[src/include/hub75_macros.svh]
// **********************************************************
// hub75 panel geometry
// banks, rows, columns, channels, bitplanes and the
// address widths derived from them
// **********************************************************

`ifndef HUB75_MACROS_SVH
`define HUB75_MACROS_SVH

`define HUB75_N_BANKS   2                    // banks shifted in parallel
`define HUB75_N_ROWS    8                    // row addresses per bank, power of two
`define HUB75_N_COLS    16                   // columns per row
`define HUB75_N_CHANS   3                    // r, g, b
`define HUB75_N_PLANES  4                    // bits per channel = bitplanes

`define HUB75_LOG_ROWS  $clog2(`HUB75_N_ROWS)   // row address width
`define HUB75_LOG_COLS  $clog2(`HUB75_N_COLS)   // column address width
`define HUB75_LOG_BANKS $clog2(`HUB75_N_BANKS)  // bank select width

`endif

[src/logic/hub75_pkg.sv]
// **********************************************************
// hub75 shared types
// pixel, host write, timing config and panel pin bundles
// **********************************************************

`include "hub75_macros.svh"

package hub75_pkg;

	typedef struct packed {
		logic [`HUB75_N_PLANES-1:0] r;       // msb field
		logic [`HUB75_N_PLANES-1:0] g;
		logic [`HUB75_N_PLANES-1:0] b;
	} pixel_t;

	typedef struct packed {
		logic                        en;     // write strobe
		logic [`HUB75_LOG_BANKS-1:0] bank;
		logic [`HUB75_LOG_ROWS-1:0]  row;
		logic [`HUB75_LOG_COLS-1:0]  col;
		pixel_t                      data;
	} fb_wr_t;

	typedef struct packed {
		logic [7:0] pre_latch_len;           // blank high before le
		logic [7:0] latch_len;               // le width
		logic [7:0] post_latch_len;          // gap after le
		logic [7:0] bit_len;                 // display time of plane 0
	} hub75_cfg_t;

	typedef struct packed {
		logic [`HUB75_LOG_ROWS-1:0]                   addr;
		logic [`HUB75_N_BANKS*`HUB75_N_CHANS-1:0]     data;   // bank b chan c at b*3+c
		logic                                         clk;
		logic                                         le;
		logic                                         blank;
	} hub75_pins_t;

endpackage

[src/logic/hub75_shift.sv]
// **********************************************************
// hub75 column shifter
// reads each column, picks one bitplane per channel and
// clocks it out with a two-phase panel clock
// **********************************************************

`timescale 1ns/1ps

`include "hub75_macros.svh"

module hub75_shift (
	input  logic                                          clk,
	input  logic                                          rst,
	input  logic                                          ctrl_go,
	input  logic [`HUB75_N_PLANES-1:0]                    ctrl_plane,   // one-hot
	input  logic [`HUB75_LOG_ROWS-1:0]                    row,
	output logic                                          ctrl_rdy,
	// frame buffer read
	output logic [`HUB75_LOG_ROWS-1:0]                    ram_row,
	output logic [`HUB75_LOG_COLS-1:0]                    ram_col,
	output logic                                          ram_rden,
	input  hub75_pkg::pixel_t [`HUB75_N_BANKS-1:0]        ram_data,
	// to phy
	output logic [`HUB75_N_BANKS*`HUB75_N_CHANS-1:0]      phy_data,
	output logic                                          phy_clk
);

	localparam int CW = `HUB75_LOG_COLS + 2;                  // holds 2*cols
	localparam logic [CW-1:0] LAST = CW'(2 * `HUB75_N_COLS);

	logic                                        busy;
	logic [CW-1:0]                               cnt;      // even = read, odd = data back
	logic [`HUB75_N_PLANES-1:0]                  plane_q;
	logic [`HUB75_LOG_ROWS-1:0]                  row_q;
	logic [`HUB75_N_BANKS*`HUB75_N_CHANS-1:0]    bits;

	// plane bit of r, g, b for every bank
	always_comb begin
		for (int b = 0; b < `HUB75_N_BANKS; b++) begin
			bits[b*`HUB75_N_CHANS + 0] = |(ram_data[b].r & plane_q);
			bits[b*`HUB75_N_CHANS + 1] = |(ram_data[b].g & plane_q);
			bits[b*`HUB75_N_CHANS + 2] = |(ram_data[b].b & plane_q);
		end
	end

	always_ff @(posedge clk or posedge rst) begin
		if (rst) begin
			busy     <= 1'b0;
			cnt      <= '0;
			plane_q  <= '0;
			row_q    <= '0;
			phy_data <= '0;
			phy_clk  <= 1'b0;
		end else begin
			if (ctrl_go) begin
				busy    <= 1'b1;
				cnt     <= '0;
				plane_q <= ctrl_plane;
				row_q   <= row;
			end else if (busy) begin
				cnt <= cnt + 1'b1;
				if (cnt == LAST)
					busy <= 1'b0;               // 2*cols + 1 cycles
			end
			if (busy && cnt[0])
				phy_data <= bits;               // new column, clk low
			phy_clk <= busy && !cnt[0] && (cnt != '0);   // rising half
		end
	end

	assign ctrl_rdy = ~busy;
	assign ram_row  = row_q;
	assign ram_col  = cnt[`HUB75_LOG_COLS:1];
	assign ram_rden = busy && !cnt[0] && (cnt != LAST);

endmodule

[config.mk]
export PLATFORM = sky130hd
export DESIGN_NAME = hub75_shift
export DESIGN_NICKNAME = d
export VERILOG_FILES = /design/src/logic/hub75_pkg.sv /design/src/logic/hub75_shift.sv
export VERILOG_INCLUDE_DIRS = /design/src /design/src/include
export SDC_FILE = /design/constraint.sdc
export NUM_CORES = 1
export LEC_CHECK = 0
export ABC_AREA = 0
export BUFFER_PORTS_ARGS = -buffer_cell sky130_fd_sc_hd__buf_2
export CAP_MARGIN = 20
export CELL_PAD_IN_SITES_DETAIL_PLACEMENT = 1
export CELL_PAD_IN_SITES_GLOBAL_PLACEMENT = 2
export CORE_ASPECT_RATIO = 0.8
export CORE_MARGIN = 2
export CORE_UTILIZATION = 28
export CTS_CLUSTER_SIZE = 28
export DETAILED_ROUTE_END_ITERATION = 10
export GPL_ROUTABILITY_DRIVEN = 0
export PLACE_DENSITY = 0.81
export SYNTH_ARGS = -nofsm -noshare
export SYNTH_HDL_FRONTEND = slang
export SYNTH_SLANG_ARGS = --single-unit
[constraint.sdc]
create_clock -name clk -period 4.3 [get_ports clk]
set_input_delay 0 -clock clk [delete_from_list [all_inputs] [get_ports clk]]
set_output_delay 0 -clock clk [all_outputs]
set_load 0.02 [all_outputs]
# After elaboration in Yosys (flattened, before gate mapping)
# Index checks and enable logic that the tools add are counted.
op_classes:
  add_sub_neg: 1
  n_eq_ne: 2
  n_mux: 5
  bitwise_logic: 7
  reduce_logical: 13
op_table:
  columns: ["op", "n"]
  rows:
  - ["bitwise AND 4 bit", 6]
  - ["OR reduction 4 bit", 6]
  - ["2-to-1 mux 6 bit", 2]
  - ["adder 6 x 1 -> 6 bit, second input constant", 1]
  - ["equality test 6 bit, second input constant", 1]
  - ["!= test 6 bit, second input constant", 1]
  - ["nonzero test 6 bit", 1]
  - ["logical AND 1 bit", 4]
  - ["2-to-1 mux 1 bit", 3]
  - ["nonzero test 2 bit", 1]
  - ["logical NOT 1 bit", 1]
  - ["inverter 1 bit", 1]
word_totals:
  regBits: 21
  in_bits: 34
  output_inout_bits: 16
  elab_cells: 34

# Depth between registers and ports, before layout
# Gate-level depths: netlist of the first run.
depth:
  depth_word: 4
  mapped_depth: 5
  ltp_nobuf: 5

# Worst setup path before layout of the first run
# No wires, ideal clock.
synth_timing:
  path_kind: "flip-flop to flip-flop"
  from: "reg cnt[0]"
  to: "reg busy"
  setup_time_ps: 121
  arrival_time_ps: 1259
  t_required_ps: 4179
  setup_slack_ps: 2920
  stages_incl_launch_ff: 6
  path_buffers: 0
  period_less_slack_ps: 1380
  cell_sequence: "dfrtp_1 > inv_1 > ha_1 > or4b_4 > o21ai_2 > nand2b_1"
synth_via:
  elab_chain_len: 4
synth_rtl:
  columns: ["element", "line", "text"]
  rows:
  - ["start, declared", "hub75_shift.sv:32", "logic [CW-1:0] cnt;"]
  - ["start signal, assigned", "hub75_shift.sv:61", "cnt <= cnt + 1'b1;"]
  - ["equality test 6 bit", "hub75_shift.sv:62", "if (cnt == LAST)"]
  - ["2-to-1 mux 1 bit", "hub75_shift.sv:62", null]
  - ["2-to-1 mux 1 bit", "hub75_shift.sv:60", "end else if (busy) begin"]
  - ["2-to-1 mux 1 bit", "hub75_shift.sv:55", "if (ctrl_go) begin"]
  - ["end signal, assigned", "hub75_shift.sv:48", "busy <= 1'b0;"]
  - ["end signal, assigned", "hub75_shift.sv:56", "busy <= 1'b1;"]
  - ["end signal, assigned", "hub75_shift.sv:63", "busy <= 1'b0;"]
  - ["end, declared", "hub75_shift.sv:31", "logic busy;"]
# No other way between the ends.
# A chain may end at the register's enable or synchronous reset.

# Worst setup path after layout of the first run
layout_timing:
  from: "reg cnt[0]"
  to: "out ram_rden"
layout_via:
  elab_chain_len: 3
layout_rtl:
  columns: ["element", "line", "text"]
  rows:
  - ["branches (longest 2 deep; another with != test 6 bit)", null, null]
  - ["logical AND 1 bit *", "hub75_shift.sv:74", "assign ram_rden = busy && !cnt[0] && (cnt != LAST);"]
  - ["end, declared", "hub75_shift.sv:21", "output logic ram_rden,"]
# Mark *: on every way between the ends.

==> flow_metrics.env, run 1 <==
export IMPL_post_cts_resized=0
export IMPL_worst_slack_ns=2.46
export IMPL_vdd_drop_max_mv=0.166
export IMPL_synth_cell_area_um2=1010
export IMPL_synth_area_leaders="dfrtp_1 (52%), mux2_2 (7.8%), a221oi_1 (5.2%), a22o_1 (5.2%), o21ai_0 (3.5%)"
export IMPL_ys_ff_latch=21
export IMPL_worst_r2r_setup_slack_ns=2.74
export IMPL_synth_edf_count=0
export IMPL_met1_usage=0.179
export IMPL_start_util=0.292
export IMPL_synth_warnings=0
export IMPL_grt_pass1_wl_um=4470
export IMPL_row_count=19
export IMPL_slew_violations=0
export IMPL_crit_chain="inv_1 -> ha_1 -> or4b_4 -> o21ai_2 -> nor2_1 -> buf_2"
export IMPL_min_path_type="primary input to flip-flop"
export IMPL_first_iter_violations=33
export IMPL_hold_path_end="phy_data[0]$_DFFE_PP0P_"
export IMPL_cts_buffer_depth=2
export IMPL_power_switching_w=0.000139
export IMPL_die_w_um=71.1
export IMPL_cts_sinks=21
export IMPL_placed_cells=174
export IMPL_critPathRequiredTime_ns=4.30
export IMPL_fill_cells=406
export IMPL_crit_path_top_delay_cell="dfrtp_1"
export IMPL_ant_nets=0
export IMPL_whs_path_depth=3
export IMPL_path_max_fanout=7
export IMPL_path_class="flip-flop to primary output"
export IMPL_p_per_area_nw_per_um2=343
export IMPL_htree_num_levels=1
export IMPL_rr_startpoint="cnt[0]$_DFFE_PP0P_"
export IMPL_synthFlopType="dfrtp_1"
export IMPL_clk_pin_slew_ns=0.07
export IMPL_grt_max_degree=22
export IMPL_switching_share=0.293
export IMPL_post_cts_setup_buffers=0
export IMPL_startpoint="cnt[0]$_DFFE_PP0P_"
export IMPL_gr_usage_met3=0.0383
export IMPL_final_layout_size_suffix_gt1_frac=0.431
export IMPL_rr_worst_depth=5
export IMPL_yosysSeqAreaShare=0.522
export IMPL_reg2reg_to="busy$_DFF_PP0_"
export IMPL_drt_wl_total_um=2790
export IMPL_io_pins=50
export IMPL_fin_crit_sh=0.428
export IMPL_synth_distinct_cells=24
export IMPL_status="finished, final reports clean"
export IMPL_fin_total_pwr_w=0.000474
export IMPL_max_freq_ghz=0.543
export IMPL_antenna_cells=0
export IMPL_met2_usage=0.244
export IMPL_num_vias=878
export IMPL_antenna_found_initial=0
export IMPL_dr_pass1_iters=4
export IMPL_p_leak_nw=0.694
export IMPL_top_usage_layer="met2"
export IMPL_syn_avg_cell_area_um2=11.2
export IMPL_insertion_delay_ns=0.25
export IMPL_start_kind="flip-flop"
export IMPL_hold_violations=0
export IMPL_p_clk_frac=0.271
export IMPL_tritoncts="done"
export IMPL_yosysTopAreaCellShare=0.522
export IMPL_instances_no_fill=186
export IMPL_overflow=0
export IMPL_power_share_combinational=0.228
export IMPL_ctsHoldBuffers=8
export IMPL_tns_ns=0
export IMPL_area_growth_pct=37.0
export IMPL_via_per_inst=4.72
export IMPL_syn_nets=126
export IMPL_relSlewSlack=0.449
export IMPL_cts_root_buffer="clkbuf_8"
export IMPL_intPower_w=0.000335
export IMPL_synthArstFlopShare=1.00
export IMPL_worstSetupEndpointType="primary output"
export IMPL_cp_arrival_ns=1.84
export IMPL_max_slew_worst_pin_slew_ns=0.826
export IMPL_drc=0
export IMPL_period_needed_ns=1.84
export IMPL_maxCapViolCount=0
export IMPL_track_usage=0.143
export IMPL_hold_start="ram_data[10]"
export IMPL_syn_inst=90
export IMPL_die_h_um=57.6
export IMPL_grt_pass1_vias=921
export IMPL_fin_nets=181
export IMPL_finalSetupViolCount=0
export IMPL_cts_buffers=3
export IMPL_post_dp_hpwl_um=2130
export IMPL_dieArea_um2=4100
export IMPL_coreArea_um2=3450
export IMPL_numPortBuffers=49
export IMPL_pre_cts_ws_ns=2.74
export IMPL_wl_per_cell_um=15.0
export IMPL_seq_power_share=0.501
export IMPL_rsz0062_at_grt="false"
export IMPL_yosys_area_top_type="dfrtp_1"
export IMPL_skew_ns=0.00103
export IMPL_max_stage_delay_ns=0.48
-- layer usage --
metal  vias to the layer above  part of all wire
li1                        425                 -
met1                       420              0.44
met2                        31              0.50
met3                         2             0.047
met4                         0            0.0097
met5                         -                 0
-- worst max-delay path, delay by kind of cell (launching register included) --
kind | cells | cell delay, ns
AO/OA/AOI/OAI | 1 | 0.17
AND/OR/NAND/NOR | 2 | 0.52
buffers and inverters | 2 | 0.27
adder cells (fa/ha/maj) | 1 | 0.15
flip-flops | 1 | 0.48
-- final cells by class --
class                      count  area (µm²)  area share
sequential                    21         526       0.381
multi-input combinational     57         413       0.299
timing repair buffer          57         325       0.236
tap                           42        52.6      0.0381
clock buffer                   4        45.0      0.0326
inverter                       5        18.8      0.0136
-- how the worst max path moves through the flow --
stage | end | cells past startpoint
3_3_place_gp | ram_rden | 6
6_report | ram_rden | 6
2_1_floorplan | busy$_DFF_PP0_ | 5
3_5_place_dp | ram_rden | 6
5_1_grt | ram_rden | 6
4_1_cts | ram_rden | 6
-- power by group through the flow --
stage	Clock, W	Sequential (W)	Combinational [W]
after floorplan	0	0.000255	0.0000457
after global routing	0.000144	0.000241	0.000120
after detailed placement	0	0.000242	0.000104
final	0.000128	0.000237	0.000108
after global placement	0	0.000240	0.0000999
after CTS	0.000134	0.000238	0.000110
-- kinds of logic (layout without fill, tap and decap cells) --
| logic type | Yosys count | in the layout | synth area share |
|---|---|---|---|
| simple gates | 22 | 22 | 0.109 |
| compound gates | 21 | 21 | 0.153 |
| flops | 21 | 21 | 0.522 |
| mux | 8 | 8 | 0.0882 |
| fa+ha+maj | 2 | 2 | 0.0248 |
| buf+inv | 12 | 66 | 0.0683 |
| xor+xnor | 4 | 4 | 0.0348 |
-- state kept, by name, indices dropped and copies added (netlist names) --
name      cells
plane_q       4
phy_clk       1
cnt           6
phy_data      6
busy          1
ram_row       3
-- per-stage QoR --
stage               area, µm²  utilization  hold WS, ns
floorplan                1010            -      -0.0235
global placement         1250        0.364        0.197
detailed placement       1250        0.364        0.221
CTS                      1380        0.400       0.0437
global route             1380        0.400       0.0695
finish                   1380        0.400       0.0453
-- cells in the final DEF (no fill, tap or decap), drive strengths merged --
master	count
a221oi	6
mux2	7
buf	49
mux2i	1
a22o	6
a21oi	1
or3	1
nand2b	1
o21ai	8
ha	2
or4b	1
xor2	3
inv	5
nor3	1
xnor2	1
clkbuf	4
dlygate4sd3	8
nor2	7
nand2	9
nand4	2
dfrtp	21
-- synthesized netlist by cell type, types with 2 or more instances --
| master | n |
|---|---|
| dfrtp_1 | 21 |
| nand2_1 | 9 |
| mux2_2 | 7 |
| nor2_1 | 7 |
| o21ai_0 | 7 |
| a221oi_1 | 6 |
| a22o_1 | 6 |
| inv_1 | 5 |
| buf_4 | 4 |
| xor2_1 | 3 |
| ha_1 | 2 |
No activity file was read; power rests on OpenSTA's default activity.
==> run 2: changes to the inputs <==
--- a/config.mk
+++ b/config.mk
@@ -6,18 +6,18 @@
 export SDC_FILE = /design/constraint.sdc
 export NUM_CORES = 1
 export LEC_CHECK = 0
-export ABC_AREA = 0
+export ABC_AREA = 1
 export BUFFER_PORTS_ARGS = -buffer_cell sky130_fd_sc_hd__buf_2
 export CAP_MARGIN = 20
 export CELL_PAD_IN_SITES_DETAIL_PLACEMENT = 1
 export CELL_PAD_IN_SITES_GLOBAL_PLACEMENT = 2
 export CORE_ASPECT_RATIO = 0.8
 export CORE_MARGIN = 2
-export CORE_UTILIZATION = 28
+export CORE_UTILIZATION = 23
 export CTS_CLUSTER_SIZE = 28
 export DETAILED_ROUTE_END_ITERATION = 10
 export GPL_ROUTABILITY_DRIVEN = 0
-export PLACE_DENSITY = 0.81
+export PLACE_DENSITY = 0.75
 export SYNTH_ARGS = -nofsm -noshare
 export SYNTH_HDL_FRONTEND = slang
 export SYNTH_SLANG_ARGS = --single-unit
==> constraint.sdc (replaced) <==
create_clock -name clk -period 1.77 [get_ports clk]
set_input_delay 0 -clock clk [delete_from_list [all_inputs] [get_ports clk]]
set_output_delay 0 -clock clk [all_outputs]
set_load 0.02 [all_outputs]
==> run 2 against run 1 <==
Compared with the run above: largest cell class unchanged; cell area rose by 5.8%; global-route usage fell by 0.83 points; cell count rose by 37%; sequential share of layout area fell by 2.1 points; highest routed layer unchanged; non-clock buffer count did not move; power rose by 140%; largest power group unchanged; wire length rose by 15%.
==> flow_metrics.env, run 2 <==
export IMPL_fill_cells=580
export IMPL_rsz0062_at_grt="false"
export IMPL_antenna_found_initial=0
export IMPL_finalSetupViolCount=0
export IMPL_path_class="flip-flop to primary output"
export IMPL_post_cts_resized=0
export IMPL_synthArstFlopShare=1.00
export IMPL_post_cts_setup_buffers=0
export IMPL_crit_chain="inv_1 -> ha_1 -> nand4_1 -> nand2_1 -> nor2_1 -> buf_2"
export IMPL_syn_nets=176
export IMPL_reg_top3="cnt (6), phy_data (6), plane_q (4)"
export IMPL_via_per_inst=4.31
export IMPL_cts_buffers=3
export IMPL_power_share_combinational=0.228
export IMPL_synth_edf_count=0
export IMPL_fin_crit_sh=0.820
export IMPL_final_layout_size_suffix_gt1_frac=0.277
export IMPL_seqCellArea_um2=526
export IMPL_cp_buffers_inverters=2
export IMPL_row_count=22
export IMPL_die_h_um=64.6
export IMPL_antenna_cells=0
export IMPL_path_max_fanout=4
export IMPL_vdd_drop_max_mv=0.388
export IMPL_htree_num_levels=1
export IMPL_cp_arrival_ns=1.45
export IMPL_num_vias=1098
export IMPL_p_per_area_nw_per_um2=785
export IMPL_coreArea_um2=4510
export IMPL_seq_power_share=0.497
export IMPL_ys_ff_latch=21
export IMPL_multi_input_area_um2=452
export IMPL_period_needed_ns=1.45
export IMPL_tritoncts="done"
export IMPL_synth_warnings=0
export IMPL_rr_startpoint="cnt[0]$_DFFE_PP0P_"
export IMPL_syn_avg_cell_area_um2=7.55
export IMPL_cts_sinks=21
export IMPL_yosysMostFrequentCell="nand2_1"
export IMPL_yosysTopAreaCellShare=0.497
export IMPL_relSlewSlack=0.454
export IMPL_io_pins=50
export IMPL_min_path_type="primary input to flip-flop"
export IMPL_p_clk_frac=0.275
export IMPL_wl_met3_um=116
export IMPL_clk_pin_slew_ns=0.08
export IMPL_skew_ns=0.00466
export IMPL_max_freq_ghz=0.689
export IMPL_startpoint="cnt[0]$_DFFE_PP0P_"
export IMPL_wl_met2_um=1610
export IMPL_synth_distinct_cells=15
export IMPL_post_dp_hpwl_um=2570
export IMPL_maxCapViolCount=0
export IMPL_slew_violations=0
export IMPL_area_growth_pct=38.1
export IMPL_max_stage_delay_ns=0.44
export IMPL_critPathRequiredTime_ns=1.77
export IMPL_yosys_area_top_type="dfrtp_1"
export IMPL_start_util=0.234
export IMPL_crit_family="flip-flops"
export IMPL_p_leak_nw=0.813
export IMPL_status="finished, final reports clean"
export IMPL_max_slew_worst_pin_slew_ns=0.818
export IMPL_hold_violations=0
export IMPL_yosys_top_cells_count="nand2_1 (72), dfrtp_1 (21), inv_1 (10), nor2_1 (10), nand4_1 (7)"
export IMPL_yosysSeqAreaShare=0.497
export IMPL_grt_pass1_vias=1135
export IMPL_final_common_cell="nand2_1"
export IMPL_numPortBuffers=49
export IMPL_worstSetupEndpointType="primary output"
export IMPL_drc=0
export IMPL_overflow=0
export IMPL_synthFlopType="dfrtp_1"
export IMPL_start_kind="flip-flop"
export IMPL_grt_max_degree=22
export IMPL_first_iter_violations=41
export IMPL_switching_share=0.309
export IMPL_crit_path_top_delay_cell="dfrtp_1"
export IMPL_die_w_um=79.8
export IMPL_routed_top_layer="met4"
export IMPL_fin_nets=232
export IMPL_intPower_w=0.000792
export IMPL_wl_met1_um=1450
export IMPL_insertion_delay_ns=0.26
export IMPL_rr_worst_depth=6
export IMPL_track_usage=0.134
export IMPL_ant_nets=0
export IMPL_reg2reg_to="cnt[4]$_DFFE_PP0P_"
export IMPL_endpoint="ram_rden"
export IMPL_final_core_util=0.323
export IMPL_dieArea_um2=5160
export IMPL_grt_pass1_wl_um=5320
export IMPL_dr_pass1_iters=4
export IMPL_crit_cells=6
export IMPL_syn_inst=140
export IMPL_drt_wl_total_um=3220
export IMPL_cts_buffer_depth=2
export IMPL_tns_ns=0
export IMPL_synth_area_leaders="dfrtp_1 (50%), nand2_1 (26%), nand4_1 (4.1%), buf_4 (3.6%), inv_1 (3.6%)"
export IMPL_layout_common_cells="nand2_1 (72), buf_2 (49), dfrtp_1 (21), inv_1 (10), nor2_1 (10)"
export IMPL_power_switching_w=0.000354
export IMPL_cts_root_buffer="clkbuf_8"
export IMPL_synth_cell_area_um2=1060
export IMPL_wl_per_cell_um=12.6
export IMPL_worst_r2r_setup_slack_ns=0.64
export IMPL_hold_slack_ns=0.0256
-- run 2: cell count changes after synthesis, sizes merged, moves of 3 or more --
| cell | change |
|---|---|
| o21ai | -7 |
| mux2 | -7 |
| nor2 | +4 |
| nand3 | +4 |
| a22o | -6 |
| a221oi | -6 |
| xor2 | -3 |
| nand2 | +64 |
| nand4 | +5 |
| inv | +5 |
-- run 2: per-stage QoR --
| step | setup WS, ns | cell area, µm² | cells | total power, W |
|---|---|---|---|---|
| final | 0.318 | 1460 | 255 | 0.00115 |
| after global placement | 0.661 | 1340 | 243 | 0.000822 |
| after detailed placement | 0.607 | 1340 | 243 | 0.000833 |
| after global routing | 0.188 | 1460 | 255 | 0.00123 |
| after CTS | 0.304 | 1460 | 255 | 0.00117 |
| after floorplan | 0.669 | 1060 | 140 | 0.000721 |
-- run 2: cell families after synthesis --
logic type	Yosys count	share of synthesized area
simple gates	96	0.378
flops	21	0.497
fa+ha+maj	2	0.0237
buf+inv	16	0.0757
compound gates	5	0.0260
-- run 2: how the worst min path moves through the flow --
stage,from,endpoint,slack [ns],cells after the start
after floorplan,rst,busy$_DFF_PP0_,-0.02,1
after global placement,rst,ram_row[0]$_DFFE_PP0P_,0.20,2
after detailed placement,ctrl_plane[0],plane_q[0]$_DFFE_PP0P_,0.21,3
after CTS,ctrl_go,cnt[1]$_DFFE_PP0P_,0.03,2
after global routing,ctrl_go,cnt[1]$_DFFE_PP0P_,0.04,2
final,ctrl_go,cnt[1]$_DFFE_PP0P_,0.03,2
-- run 2: layout make-up --
type,instances,share of cell area
sequential,21,0.360
multi-input combinational,103,0.309
timing repair buffer,57,0.223
tap,60,0.0514
clock buffer,4,0.0308
inverter,10,0.0257
-- run 2: what timing repair did --
action                                 in CTS  in global routing
setup endpoints to repair                   0                  0
hold buffers                                8                  0
endpoints found under the hold margin      28                  0
-- run 2: metal layers --
| layer | vias up | GRT usage |
|---|---|---|
| met5 | - | 0 |
| met4 | 0 | 0.0381 |
| met3 | 4 | 0.0292 |
| met2 | 24 | 0.220 |
| met1 | 522 | 0.179 |
| li1 | 548 | - |
-- run 2: power groups by stage --
stage,Sequential (W),Clock [W],Combinational (W)
after floorplan,0.000610,0,0.000111
after global placement,0.000576,0,0.000246
after detailed placement,0.000579,0,0.000254
after CTS,0.000570,0.000333,0.000268
after global routing,0.000579,0.000356,0.000296
final,0.000570,0.000315,0.000261
==> run 3: changes to the inputs <==
--- a/config.mk
+++ b/config.mk
@@ -6,7 +6,7 @@
 export SDC_FILE = /design/constraint.sdc
 export NUM_CORES = 1
 export LEC_CHECK = 0
-export ABC_AREA = 1
+export ABC_AREA = 0
 export BUFFER_PORTS_ARGS = -buffer_cell sky130_fd_sc_hd__buf_2
 export CAP_MARGIN = 20
 export CELL_PAD_IN_SITES_DETAIL_PLACEMENT = 1
@@ -17,7 +17,7 @@
 export CTS_CLUSTER_SIZE = 28
 export DETAILED_ROUTE_END_ITERATION = 10
 export GPL_ROUTABILITY_DRIVEN = 0
-export PLACE_DENSITY = 0.75
+export PLACE_DENSITY = 0.72
 export SYNTH_ARGS = -nofsm -noshare
 export SYNTH_HDL_FRONTEND = slang
 export SYNTH_SLANG_ARGS = --single-unit
==> constraint.sdc (replaced) <==
create_clock -name clk -period 1.3 [get_ports clk]
set_input_delay 0 -clock clk [delete_from_list [all_inputs] [get_ports clk]]
set_output_delay 0 -clock clk [all_outputs]
set_load 0.02 [all_outputs]
==> run 3 against run 2 <==
Compared with the run above: the flow now finishes with violations (setup timing); setup slack got worse by 0.67 ns; largest cell class unchanged; via count decreased by 18%; first-iteration DRC count decreased by 20%; non-clock buffer count increased by 12; cell area increased by 4.3%; power increased by 40%; clock power increased by 34%; cell count decreased by 16%.
==> flow_metrics.env, run 3 (same netlist as run 1, synthesis figures left out) <==
export IMPL_relSlewSlack=0.783
export IMPL_dieArea_um2=4930
export IMPL_hold_start="ram_data[6]"
export IMPL_p_leak_nw=0.755
export IMPL_period_needed_ns=1.65
export IMPL_worst_r2r_setup_slack_ns=-0.35
export IMPL_min_path_type="primary input to flip-flop"
export IMPL_hold_violations=0
export IMPL_fin_total_pwr_w=0.00160
export IMPL_routed_top_layer="met4"
export IMPL_reg2reg_to="busy$_DFF_PP0_"
export IMPL_rr_startpoint="cnt[1]$_DFFE_PP0P_"
export IMPL_maxCapViolCount=0
export IMPL_vdd_drop_max_mv=0.427
export IMPL_wl_met2_um=1570
export IMPL_htree_num_levels=1
export IMPL_reg_top3="cnt (6), phy_data (6), plane_q (4)"
export IMPL_numPortBuffers=49
export IMPL_row_count=21
export IMPL_rsz0062_at_grt="true"
export IMPL_worst_slack_ns=-0.348
export IMPL_wl_met1_um=1190
export IMPL_finalSetupViolCount=3
export IMPL_path_class="flip-flop to flip-flop"
export IMPL_wl_met3_um=97
export IMPL_tritoncts="done"
export IMPL_track_usage=0.123
export IMPL_p_per_area_nw_per_um2=1050
export IMPL_worstSetupEndpointType="flip-flop"
export IMPL_clk_pin_slew_ns=0.08
export IMPL_skew_ns=0.00435
export IMPL_antenna_found_initial=0
export IMPL_insertion_delay_ns=0.26
export IMPL_rr_worst_depth=8
export IMPL_grt_pass1_vias=999
export IMPL_antenna_cells=0
export IMPL_whs_path_depth=3
export IMPL_cts_root_buffer="clkbuf_8"
export IMPL_ant_nets=0
export IMPL_fill_cells=517
export IMPL_cts_buffer_depth=2
export IMPL_coreArea_um2=4200
export IMPL_die_w_um=78.0
export IMPL_max_slew_worst_pin_slew_ns=0.324
export IMPL_path_max_fanout=2
export IMPL_die_h_um=63.2
export IMPL_status="finished with violations"
export IMPL_layout_common_cells="buf_2 (49), dfrtp_1 (18), buf_4 (11), nand2_1 (9), dlygate4sd3_1 (8)"
export IMPL_grt_pass1_wl_um=4720
export IMPL_wl_per_cell_um=13.6
export IMPL_io_pins=50
export IMPL_dr_pass1_iters=4
export IMPL_fin_crit_sh=1.27
export IMPL_via_per_inst=4.24
export IMPL_drt_wl_total_um=2890
export IMPL_overflow=0
export IMPL_critPathRequiredTime_ns=1.45
export IMPL_grt_max_degree=22
export IMPL_placed_cells=196
export IMPL_max_freq_ghz=0.607
export IMPL_first_iter_violations=33
export IMPL_drc=0
export IMPL_area_growth_pct=51.2
export IMPL_start_util=0.240
export IMPL_final_layout_size_suffix_gt1_frac=0.532
export IMPL_fin_nets=193
export IMPL_cp_arrival_ns=1.80
export IMPL_final_core_util=0.362
export IMPL_num_vias=904
export IMPL_start_kind="flip-flop"
export IMPL_tns_ns=-0.807
export IMPL_violations="setup timing"
export IMPL_cts_sinks=21
export IMPL_final_common_cell="buf_2"
export IMPL_instances_no_fill=213
export IMPL_hold_path_end="phy_data[1]$_DFFE_PP0P_"
export IMPL_slew_violations=0
export IMPL_post_dp_hpwl_um=2180
export IMPL_cts_buffers=3
-- run 3: cell type report --
class	count	area [µm²]	area share
well taps	57	71.3	0.0468
inverters	5	18.8	0.0123
clock buffers	3	41.3	0.0271
multi-input cells	57	438	0.288
flip-flops and latches	21	529	0.348
repair buffers	69	419	0.275
clock inverters	1	5.00	0.00329
-- run 3: worst max-delay path, cell delays in order (launching register included) --
cell      delay (ns)
dfrtp_1         0.39
inv_2           0.05
ha_1            0.13
or4b_4          0.47
o21ai_4         0.14
buf_4           0.13
buf_6           0.09
buf_4           0.09
nand2b_1        0.04
-- run 3: through the flow --
| stage | hold WS [ns] | area [µm²] | worst slack (ns) |
|---|---|---|---|
| floorplan | -0.0235 | 1010 | -0.0799 |
| global route | 0.0790 | 1520 | -0.433 |
| CTS | 0.0447 | 1480 | -0.347 |
| finish | 0.0340 | 1520 | -0.348 |
| global placement | 0.0429 | 1330 | -0.0306 |
| detailed placement | 0.0607 | 1330 | -0.0661 |
-- run 3: per-layer routing --
metal  global-route usage  vias to the layer above
met1                0.151                      437
met4               0.0329                        0
met3               0.0330                        2
met5                    0                        -
met2                0.213                       18
li1                     -                      447
-- run 3: how the worst max path moves through the flow --
stage | start | endpoint | slack (ns) | cells past startpoint
3_5_place_dp | cnt[1]$_DFFE_PP0P_ | ram_rden | -0.07 | 6
5_1_grt | cnt[0]$_DFFE_PP0P_ | ram_rden | -0.43 | 6
4_1_cts | cnt[1]$_DFFE_PP0P_ | ram_rden | -0.35 | 6
3_3_place_gp | cnt[1]$_DFFE_PP0P_ | ram_rden | -0.03 | 6
2_1_floorplan | cnt[0]$_DFFE_PP0P_ | busy$_DFF_PP0_ | -0.08 | 5
6_report | cnt[1]$_DFFE_PP0P_ | busy$_DFF_PP0_ | -0.35 | 8
-- run 3: what timing repair did --
item,4_1_cts,5_1_grt
hold buffers,8,0
buffers inserted,3,2
endpoints found under the setup margin,3,8
pin swaps,2,1
gates resized for setup,1,10
hold endpoints to repair,28,0
-- run 3: where the power goes --
group / total, W / switching [W] / internal [W]
logic: 0.000403 / 0.000208 / 0.000195
registers: 0.000779 / 0.0000556 / 0.000723
clock network: 0.000423 / 0.000210 / 0.000213
total: 0.00160 / 0.000474 / 0.00113
